===== src/source/tlb_pkg.sv =====
`default_nettype none

package tlb_pkg;

    // table geometry
    localparam int TLB_NUM   = 16;
    localparam int TLB_IDX_W = 4;

    // field widths
    localparam int VPPN_W    = 19;
    localparam int VPPN_HI_W = 9;
    localparam int VPPN_LO_W = VPPN_W - VPPN_HI_W;
    localparam int ASID_W    = 10;
    localparam int PPN_W     = 20;
    localparam int PS_W      = 6;

    // page size codes, log2 of the page size in bytes
    localparam logic [PS_W-1:0] PS_4K = 6'd12;
    localparam logic [PS_W-1:0] PS_4M = 6'd22;

    // invtlb opcodes, 7 and above are no-ops
    typedef enum logic [4:0] {
        inv_all               = 5'd0,
        inv_all_alt           = 5'd1,
        inv_global            = 5'd2,
        inv_private           = 5'd3,
        inv_private_asid      = 5'd4,
        inv_private_asid_va   = 5'd5,
        inv_asid_or_global_va = 5'd6
    } invtlb_op_e;

    // one half of a double page
    typedef struct packed {
        logic [PPN_W-1:0] ppn;
        logic [1:0]       plv;
        logic [1:0]       mat;
        logic             d;
        logic             v;
    } tlb_page_t;

    typedef struct packed {
        logic              e;
        logic [VPPN_W-1:0] vppn;
        logic [PS_W-1:0]   ps;
        logic [ASID_W-1:0] asid;
        logic              g;
        tlb_page_t         page0;
        tlb_page_t         page1;
    } tlb_entry_t;

    typedef struct packed {
        logic [VPPN_W-1:0] vppn;
        logic              va_bit12;
        logic [ASID_W-1:0] asid;
    } tlb_search_req_t;

    typedef struct packed {
        logic                 found;
        logic [TLB_IDX_W-1:0] index;
        logic [PPN_W-1:0]     ppn;
        logic [PS_W-1:0]      ps;
        logic [1:0]           plv;
        logic [1:0]           mat;
        logic                 d;
        logic                 v;
    } tlb_search_rsp_t;

    typedef struct packed {
        logic              valid;
        invtlb_op_e        op;
        logic [ASID_W-1:0] asid;
        logic [VPPN_W-1:0] vppn;
    } tlb_invtlb_req_t;

endpackage

`default_nettype wire


===== src/source/tlb_entry_array.sv =====
`timescale 1ns/1ps
`default_nettype none

module tlb_entry_array
    import tlb_pkg::*;
(
    input  logic                 clk,
    input  logic                 rst_n,
    input  logic                 we,
    input  logic [TLB_IDX_W-1:0] w_index,
    input  tlb_entry_t           w_entry,
    input  logic                 inv_valid,
    input  logic [TLB_NUM-1:0]   inv_mask,
    input  logic [TLB_IDX_W-1:0] r_index,
    output tlb_entry_t           r_entry,
    output tlb_entry_t           entries [TLB_NUM]
);

    // exist bits, the only state under reset
    logic [TLB_NUM-1:0] e_q;

    // payload storage
    logic [TLB_NUM-1:0] ps_4m_q;
    logic [TLB_NUM-1:0] g_q;
    logic [VPPN_W-1:0]  vppn_q  [TLB_NUM];
    logic [ASID_W-1:0]  asid_q  [TLB_NUM];
    tlb_page_t          page0_q [TLB_NUM];
    tlb_page_t          page1_q [TLB_NUM];

    // anything other than 22 is kept as 4KB
    logic w_is_4m;

    assign w_is_4m = (w_entry.ps == PS_4M);

    // a write wins over a same-cycle invalidate
    always_ff @(posedge clk or negedge rst_n)
    begin
        if (!rst_n)
        begin
            e_q <= '0;
        end
        else if (we)
        begin
            e_q[w_index] <= w_entry.e;
        end
        else if (inv_valid)
        begin
            e_q <= e_q & ~inv_mask;
        end
    end

    always_ff @(posedge clk)
    begin
        if (we)
        begin
            ps_4m_q[w_index] <= w_is_4m;
            g_q[w_index]     <= w_entry.g;
            vppn_q[w_index]  <= w_entry.vppn;
            asid_q[w_index]  <= w_entry.asid;
            page0_q[w_index] <= w_entry.page0;
            page1_q[w_index] <= w_entry.page1;
        end
    end

    // full entry view, ps rebuilt from the size flag
    always_comb
    begin
        for (int i = 0; i < TLB_NUM; i++)
        begin
            entries[i].e     = e_q[i];
            entries[i].vppn  = vppn_q[i];
            entries[i].ps    = ps_4m_q[i] ? PS_4M : PS_4K;
            entries[i].asid  = asid_q[i];
            entries[i].g     = g_q[i];
            entries[i].page0 = page0_q[i];
            entries[i].page1 = page1_q[i];
        end
    end

    assign r_entry = entries[r_index];

    // write strobe and its index must be clean once out of reset
    a_write_known: assert property (
        @(posedge clk) disable iff (!rst_n)
        !$isunknown(we) && (!we || !$isunknown(w_index))
    );

endmodule

`default_nettype wire


===== src/source/tlb_lookup.sv =====
`timescale 1ns/1ps
`default_nettype none

module tlb_lookup
    import tlb_pkg::*;
(
    input  logic            clk,
    input  logic            rst_n,
    input  tlb_search_req_t req,
    input  tlb_entry_t      entries [TLB_NUM],
    output tlb_search_rsp_t rsp
);

    logic [TLB_NUM-1:0]   hit_vec;
    logic [TLB_IDX_W-1:0] hit_idx;
    tlb_entry_t           hit;
    logic                 is_4m;
    logic                 odd;
    tlb_page_t            page;

    // per-entry compare
    always_comb
    begin
        for (int i = 0; i < TLB_NUM; i++)
        begin
            hit_vec[i] = entries[i].e
                && (entries[i].vppn[VPPN_W-1 -: VPPN_HI_W] == req.vppn[VPPN_W-1 -: VPPN_HI_W])
                && (entries[i].ps == PS_4M
                    || entries[i].vppn[VPPN_LO_W-1:0] == req.vppn[VPPN_LO_W-1:0])
                && (entries[i].g || entries[i].asid == req.asid);
        end
    end

    // lowest index wins, scan from the top down
    always_comb
    begin
        hit_idx = '0;
        for (int i = TLB_NUM - 1; i >= 0; i--)
        begin
            if (hit_vec[i])
            begin
                hit_idx = TLB_IDX_W'(i);
            end
        end
    end

    assign hit   = entries[hit_idx];
    assign is_4m = (hit.ps == PS_4M);

    // 4MB: odd half picked by va bit 22, which is vppn bit 9
    assign odd  = is_4m ? req.vppn[VPPN_LO_W-1] : req.va_bit12;
    assign page = odd ? hit.page1 : hit.page0;

    always_comb
    begin
        rsp.found = |hit_vec;
        rsp.index = hit_idx;
        rsp.ppn   = page.ppn;
        rsp.ps    = hit.ps;
        rsp.plv   = page.plv;
        rsp.mat   = page.mat;
        rsp.d     = page.d;
        rsp.v     = page.v;
    end

    // reported entry really covers the request, as seen through the response
    a_hit_consistent: assert property (
        @(posedge clk) disable iff (!rst_n)
        rsp.found |-> entries[rsp.index].e
            && (entries[rsp.index].vppn[VPPN_W-1 -: VPPN_HI_W]
                == req.vppn[VPPN_W-1 -: VPPN_HI_W])
            && (rsp.ps == PS_4M
                || entries[rsp.index].vppn[VPPN_LO_W-1:0] == req.vppn[VPPN_LO_W-1:0])
            && (entries[rsp.index].g || entries[rsp.index].asid == req.asid)
    );

endmodule

`default_nettype wire


===== src/source/tlb_invalidate_match.sv =====
`timescale 1ns/1ps
`default_nettype none

module tlb_invalidate_match
    import tlb_pkg::*;
(
    input  logic               clk,
    input  logic               rst_n,
    input  tlb_invtlb_req_t    inv_req,
    input  tlb_entry_t         entries [TLB_NUM],
    output logic               inv_valid,
    output logic [TLB_NUM-1:0] inv_mask
);

    logic [TLB_NUM-1:0] is_global;
    logic [TLB_NUM-1:0] asid_eq;
    logic [TLB_NUM-1:0] va_eq;
    logic               op_known;

    // per-entry conditions where the va compare ignores e and asid
    always_comb
    begin
        for (int i = 0; i < TLB_NUM; i++)
        begin
            is_global[i] = entries[i].g;
            asid_eq[i]   = (entries[i].asid == inv_req.asid);
            va_eq[i]     = (entries[i].vppn[VPPN_W-1 -: VPPN_HI_W]
                            == inv_req.vppn[VPPN_W-1 -: VPPN_HI_W])
                && (entries[i].ps == PS_4M
                    || entries[i].vppn[VPPN_LO_W-1:0] == inv_req.vppn[VPPN_LO_W-1:0]);
        end
    end

    always_comb
    begin
        op_known = 1'b1;
        case (inv_req.op)
            inv_all, inv_all_alt:  inv_mask = '1;
            inv_global:            inv_mask = is_global;
            inv_private:           inv_mask = ~is_global;
            inv_private_asid:      inv_mask = ~is_global & asid_eq;
            inv_private_asid_va:   inv_mask = ~is_global & asid_eq & va_eq;
            inv_asid_or_global_va: inv_mask = (is_global | asid_eq) & va_eq;
            default:
            begin
                op_known = 1'b0;
                inv_mask = '0;
            end
        endcase
    end

    assign inv_valid = inv_req.valid && op_known;

    // a valid command carries a known opcode
    a_valid_op_known: assert property (
        @(posedge clk) disable iff (!rst_n)
        inv_req.valid |-> !$isunknown(inv_req.op)
    );

endmodule

`default_nettype wire


===== src/source/tlb_top.sv =====
`timescale 1ns/1ps
`default_nettype none

module tlb_top
    import tlb_pkg::*;
(
    input  logic                 clk,
    input  logic                 rst_n,

    // fetch and load/store search
    input  tlb_search_req_t      s0_req,
    input  tlb_search_req_t      s1_req,
    output tlb_search_rsp_t      s0_rsp,
    output tlb_search_rsp_t      s1_rsp,

    input  logic                 we,
    input  logic [TLB_IDX_W-1:0] w_index,
    input  tlb_entry_t           w_entry,

    input  logic [TLB_IDX_W-1:0] r_index,
    output tlb_entry_t           r_entry,

    input  tlb_invtlb_req_t      inv_req
);

    tlb_entry_t         entries [TLB_NUM];
    logic               inv_valid;
    logic [TLB_NUM-1:0] inv_mask;

    tlb_entry_array entry_array_i (
        .clk       (clk),
        .rst_n     (rst_n),
        .we        (we),
        .w_index   (w_index),
        .w_entry   (w_entry),
        .inv_valid (inv_valid),
        .inv_mask  (inv_mask),
        .r_index   (r_index),
        .r_entry   (r_entry),
        .entries   (entries)
    );

    tlb_lookup fetch_lookup (
        .clk     (clk),
        .rst_n   (rst_n),
        .req     (s0_req),
        .entries (entries),
        .rsp     (s0_rsp)
    );

    tlb_lookup data_lookup (
        .clk     (clk),
        .rst_n   (rst_n),
        .req     (s1_req),
        .entries (entries),
        .rsp     (s1_rsp)
    );

    tlb_invalidate_match inv_match_i (
        .clk       (clk),
        .rst_n     (rst_n),
        .inv_req   (inv_req),
        .entries   (entries),
        .inv_valid (inv_valid),
        .inv_mask  (inv_mask)
    );

endmodule

`default_nettype wire


===== config.mk =====
export PLATFORM = sky130hd
export DESIGN_NAME = tlb_top
export DESIGN_NICKNAME = d
export VERILOG_FILES = /design/src/source/tlb_pkg.sv /design/src/source/tlb_entry_array.sv /design/src/source/tlb_lookup.sv /design/src/source/tlb_invalidate_match.sv /design/src/source/tlb_top.sv
export SDC_FILE = /design/constraint.sdc
export NUM_CORES = 2
export LEC_CHECK = 0
export BUFFER_PORTS_ARGS = -buffer_cell sky130_fd_sc_hd__buf_2
export CAP_MARGIN = 20
export CORE_MARGIN = 4
export CORE_UTILIZATION = 35
export CTS_CLUSTER_DIAMETER = 150
export DETAILED_ROUTE_END_ITERATION = 8
export GPL_TIMING_DRIVEN = 1
export PLACE_DENSITY = 0.58
export SYNTH_ARGS = -nofsm -noshare
export SYNTH_HDL_FRONTEND = slang
export SYNTH_HIERARCHICAL = 1
export SYNTH_SLANG_ARGS = --single-unit

===== constraint.sdc =====
create_clock -name clk -period 9.51 [get_ports clk]
set_input_delay 0.951 -clock clk [delete_from_list [all_inputs] [get_ports clk]]
set_output_delay 0.951 -clock clk [all_outputs]
set_load 0.05 [all_outputs]

# --- After elaboration in Yosys (flattened, before gate mapping) ---
# Memory sizes are Yosys's and may differ from the RTL's.
# Index checks and enable logic that the tools add are counted.
word_totals:
  regBits: 48
  ram_bits: 1296
  in_bits: 195
  out_inout_bits: 163
  wordCells: 463
  memories: 4
classes:
  n_lt_le_gt_ge: 5
  n_eq_ne: 169
  n_mux: 72
  bitwise_logic: 10
  n_reduce_logical: 200
mem_list:
  columns: ["memory", "depth", "word_bits", "rd", "rd_clocked_by_memory_dff", "write_ports", "line", "rtl"]
  rows:
  - ["entry_array_i.page0_q", 16, 26, 16, 0, 1, "tlb_entry_array.sv:27", "tlb_page_t page0_q [TLB_NUM];"]
  - ["entry_array_i.page1_q", 16, 26, 16, 0, 1, "tlb_entry_array.sv:28", "tlb_page_t page1_q [TLB_NUM];"]
  - ["entry_array_i.vppn_q", 16, 19, 16, 0, 1, "tlb_entry_array.sv:25", "logic [VPPN_W-1:0] vppn_q [TLB_NUM];"]
  - ["entry_array_i.asid_q", 16, 10, 16, 0, 1, "tlb_entry_array.sv:26", "logic [ASID_W-1:0] asid_q [TLB_NUM];"]
ops:
  columns: ["cell", "count"]
  rows:
  - ["89-bit binary-select mux with 4-bit select", 3]
  - ["10-bit equality test", 96]
  - ["9-bit equality test", 48]
  - ["69-bit two-way mux", 4]
  - ["89-bit two-way mux", 2]
  - ["4-bit two-way mux", 32]
  - ["1-bit logical AND", 114]
  - ["16-bit one-hot mux with 6 select lines", 1]
  - ["5-bit equality test (second input constant)", 16]
  - ["1-bit logical OR", 80]
  - ["5-bit two-way mux", 16]
  - ["16-bit AND", 4]
  - ["26-bit two-way mux", 2]
  - ["16-bit bitwise mux", 3]
  - ["16-bit two-way mux", 2]
  - ["16-bit inverter", 2]
  - ["16-bit OR reduction", 2]
  - ["6-bit by 5-bit equality test with 1-bit output (second input constant)", 3]
  - ["16-bit bitwise OR", 1]
  - ["5-bit by 3-bit equality test with 1-bit output (second input constant)", 3]
  - ["5-bit greater-or-equal comparator (second input constant)", 3]
  - ["4-bit inverter with 5-bit output", 3]
  - ["5-bit by 2-bit equality test with 1-bit output (second input constant)", 2]
  - ["7-bit OR reduction", 1]
  - ["8 further kinds", 13]

# --- Logic depth before layout (Yosys ltp) ---
depth:
  word_depth: 28
  ltp_mapped: 20

# --- Cells and area by module ---
# The synthesis kept the hierarchy.
modules_own_cells:
  columns: ["mod", "instances", "cells_each", "area_per_inst_um2", "seq_area_each_um2"]
  rows:
  - ["tlb_entry_array", 1, 2200, 51376.8, 40278.6]
  - ["tlb_lookup", 2, 2301, 15751.4, 0.0]
  - ["tlb_invalidate_match", 1, 843, 6344.8, 0.0]

# --- Worst setup path after synthesis ---
# OpenSTA, ideal clock, no wires.
synth_path:
  kind: "input to register"
  from: "input w_index[2]"
  to: "register entry_array_i.e_q[0]"
  setup_ns: 0.126
  t_arrival_ns: 8.006
  t_required_ns: 9.384
  path_slack_ns: 1.378
  stages: 4
  n_path_buf: 0
  path_cell_list: "or3b_2 > nor3_1 > o22ai_1 > a22o_1"
synth_via:
  elab_chain_len: 6
  word_cells_on_any_way: 7
  cone_classes: "order compare (2); mux (4); reduce/logical (1)"
synth_rtl:
  columns: ["element", "line", "rtl"]
  rows:
  - ["start: declaration", "tlb_top.sv:17", "input logic [TLB_IDX_W-1:0] w_index,"]
  - ["4-bit by 5-bit less-than comparator with 1-bit output (implied by the code) / 4-bit by 1-bit greater-or-equal comparator with 1-bit output (equally long branches)", "tlb_entry_array.sv:44", "e_q[w_index] <= w_entry.e;"]
  - ["1-bit logical AND (implied by the code)", "tlb_entry_array.sv:44", null]
  - ["1-bit two-way mux (implied by the code)", "tlb_entry_array.sv:44", null]
  - ["1-bit demux with 4-bit select (*)", null, null]
  - ["16-bit bitwise mux (*)", "tlb_entry_array.sv:44", null]
  - ["16-bit two-way mux (*)", "tlb_entry_array.sv:42", "else if (we)"]
  - ["end signal: indexed assignment", "tlb_entry_array.sv:44", null]
  - ["end signal: assignment", "tlb_entry_array.sv:48", "e_q <= e_q & ~inv_mask;"]
  - ["end: declaration", "tlb_entry_array.sv:20", "logic [TLB_NUM-1:0] e_q;"]
# Every way passes the cells marked *; elsewhere a longest branch is shown, timed or not.
# A chain may end at the register's enable or synchronous reset.

==> results.cfg <==
[outcome]
status = finished, final reports clean

[worst_setup_path]
path_class = in -> out
critPathBufInv = 5
required_ps = 8560
endpoint_kind = primary output
cp.arrival_ps = 7790
crit_family = buffers and inverters
cp-start-kind = input pin
cp_max_fo = 26
cp_slowest_cell = a211oi_4
critical_path.max_stage_delay_ps = 950
cp_common_cell = mux2i_1
crit_chain = buf_2 -> xnor2_1 -> nand4_1 -> nor3_1 -> o211ai_1 -> nor4bb_1 -> buf_4 -> a211oi_4 -> buf_4 -> mux2i_1 -> mux2i_1 -> a211oi_2 -> nand4_2 -> mux2i_4 -> buf_12 -> mux2i_1 -> buf_2

[logic_synthesis]
ys_types = 83
ys_seq_elements = 1344
synth-async-reset-ratio = 0.0119
synth_cells = 7645
synth_seq_area_share = 0.451
ys.flop_type = edfxtp_1
ys_warn_count = 6
synth_edf_count = 1328
syn_area_per_cell_um2 = 11.7
syn_area_um2 = 89200

[pwr]
power_density_nw_per_um2 = 150
p_leak_uw = 0.0329
ir_drop_mv = 0.185

[timing]
hold_violations = 0
fmax_mhz = 114
worst_slack_ps = 770
rsz0062_at_grt = false
setup_violations = 0
min_period_ps = 8740
tns_ps = 0
max_slew_margin = 0.204
period_share = 0.919
slew_violations = 0
worstMarginPinSlew_ps = 1180
hold_ws_ps = 116
finClkSkew_ps = 50.8

[global_routing]
grt_pass1_vias = 69400
antenna_found_initial = 65
track_usage = 0.289
gr-total-overflow = 0
grt_pass1_wl_um = 547000
grt_max_degree = 129

[placement]
place.gp.congestion = 1.06
dpl.hpwl_um = 256000
dp_slack_ps = 1350
numPortBuffers = 352

[die]
die_y_um = 513
rows = 185
core_um2 = 254000
die_w_um = 513
die-area_um2 = 263000
start_util = 0.351
io-pin-count = 358

[route]
antenna_left = 0
drtPass1Iterations = 8
drc = 0
initialDrtViolationCount = 11000
vias_per_cell = 6.44
drt_wl_total_um = 397000
vias = 72400
wl_per_cell_um = 35.3

[min_path]
hold_class = in -> async

[cts]
clk_latency_ps = 840
htree_levels = 4
cts_tree = yes
ctsResizeCount = 0
clk_path_buf_depth = 3
hold_buffers = 0
cts_buffers = 154
clockRootBuffer = clkbuf_16
clk_pin_slew_worst_paths_ps = 60
cts.sinks = 1344
cts_setup_buffers = 0

[final_layout]
layout-drive-gt1-share = 0.165
nNetsFinal = 7921
multi_input_area_um2 = 45600
fill_cells = 24100
ff_latch_area_um2 = 40300
area_growth_syn_to_layout_pct = 11.3

[flow_run]
maxCapViolations = 0
[worst paths after layout]
path	endpoint	slack, ps	depth (start not counted)	startpoint
max	s1_rsp[5]	770	17	s1_req[26]
min	entry_array_i/e_q[9]	120	1	rst_n
max reg2reg	entry_array_i/e_q[10]	6390	7	entry_array_i/ps_4m_q[10]
min reg2reg	entry_array_i/e_q[3]	610	1	entry_array_i/e_q[3]
max in group asynchronous	entry_array_i/e_q[15]	9030	1	rst_n
min in group clk	entry_array_i/page1_q[15][8]	490	1	w_entry[8]
[power by group]
part           total, uW  internal [uW]  switching (uW)
clock network       6160           3510            2650
registers           6830           6650             175
logic               1860            600            1260
total              14800          10800            4080
[registers in the layout (all words and copies together) (netlist names)]
signal and flops:
entry_array_i/asid_q 160, entry_array_i/vppn_q 304, entry_array_i/page0_q 416, entry_array_i/page1_q 416, entry_array_i/g_q 16, entry_array_i/e_q 16, entry_array_i/ps_4m_q 16
[metrics by stage]
step,cells,instance area [um^2],utilization,total power [uW]
floorplan,7694,89400,-,8110
global placement,10900,93900,0.370,8720
detailed placement,10900,93900,0.370,8740
CTS,11200,99100,0.390,14900
global route,11200,99200,0.391,15300
finish,11300,99300,0.391,14800
[layout by cell type, fill, tap and decap left out, drive strengths merged, types with 48 or more instances in the layout]
cell type,netlist,routed
nand4,187,187
nor3,66,66
a32oi,104,104
conb,2,51
a22oi,176,176
and3,112,112
mux2i,528,528
clkinv,0,77
edfxtp,1328,1328
nor2,79,79
xnor2,504,504
and2,121,121
mux4,336,336
a21oi,254,254
nor4,217,217
nand3,157,157
nor4bb,48,48
nand2,966,966
clkbuf,274,175
a211oi,189,189
a221oi,125,125
o21ai,135,135
buf,390,539
or3,56,56
xor2,905,905
[worst reg2reg max path, delay by kind of cell, from the launching register on]
family	cells	cell delay (ps)
simple gates	3	1240
compound gates	3	730
flops	1	730
buf+inv	1	290
[cells in the mapped netlist, types with 51 or more instances]
cell type / number / area [um^2]
clkbuf_1: 274 / 1030
nor3_1: 66 / 330
buf_6: 55 / 619
a211oi_1: 175 / 1310
nor2_1: 77 / 289
o21ai_0: 130 / 651
and2_1: 109 / 682
buf_2: 166 / 831
xnor2_1: 492 / 4310
buf_1: 51 / 191
or3_1: 56 / 350
a22oi_2: 80 / 1000
and3_1: 112 / 701
a32oi_1: 104 / 911
nand3_1: 157 / 786
a22oi_1: 96 / 721
buf_4: 114 / 856
edfxtp_1: 1328 / 39900
a221oi_1: 125 / 1090
a21oi_1: 252 / 1260
nand2_1: 966 / 3630
nor4_1: 211 / 1320
mux2i_1: 526 / 5270
nand4_1: 183 / 1140
mux4_2: 336 / 7570
xor2_1: 905 / 7930
[kinds of logic (layout without fill, tap and decap cells)]
kind of cell / count (synthesis) / in the layout / synth area share
flops: 1344 / 1344 / 0.451
simple gates: 2114 / 2114 / 0.120
xor+xnor: 1409 / 1409 / 0.139
mux: 880 / 880 / 0.146
other cells: 2 / 84 / 0.0000842
buf+inv: 698 / 858 / 0.0418
compound gates: 1198 / 1198 / 0.101
[final cells by class]
class,instances,area share
clock buffers,174,0.0396
well taps,3366,0.0424
flip-flops and latches,1344,0.406
diodes,33,0.000832
clock inverters,110,0.0130
repair buffers,540,0.0373
multi-input cells,5652,0.460
inverters,34,0.00129
[per-layer routing]
layer  track usage  vias up  wire, um
li1              -    29200         -
met1         0.372    36600    149000
met2         0.429     5456    169000
met3        0.0900     1180     50500
met4         0.167       20     28000
met5             0        -       135
No activity file was read; power rests on OpenSTA's default activity.
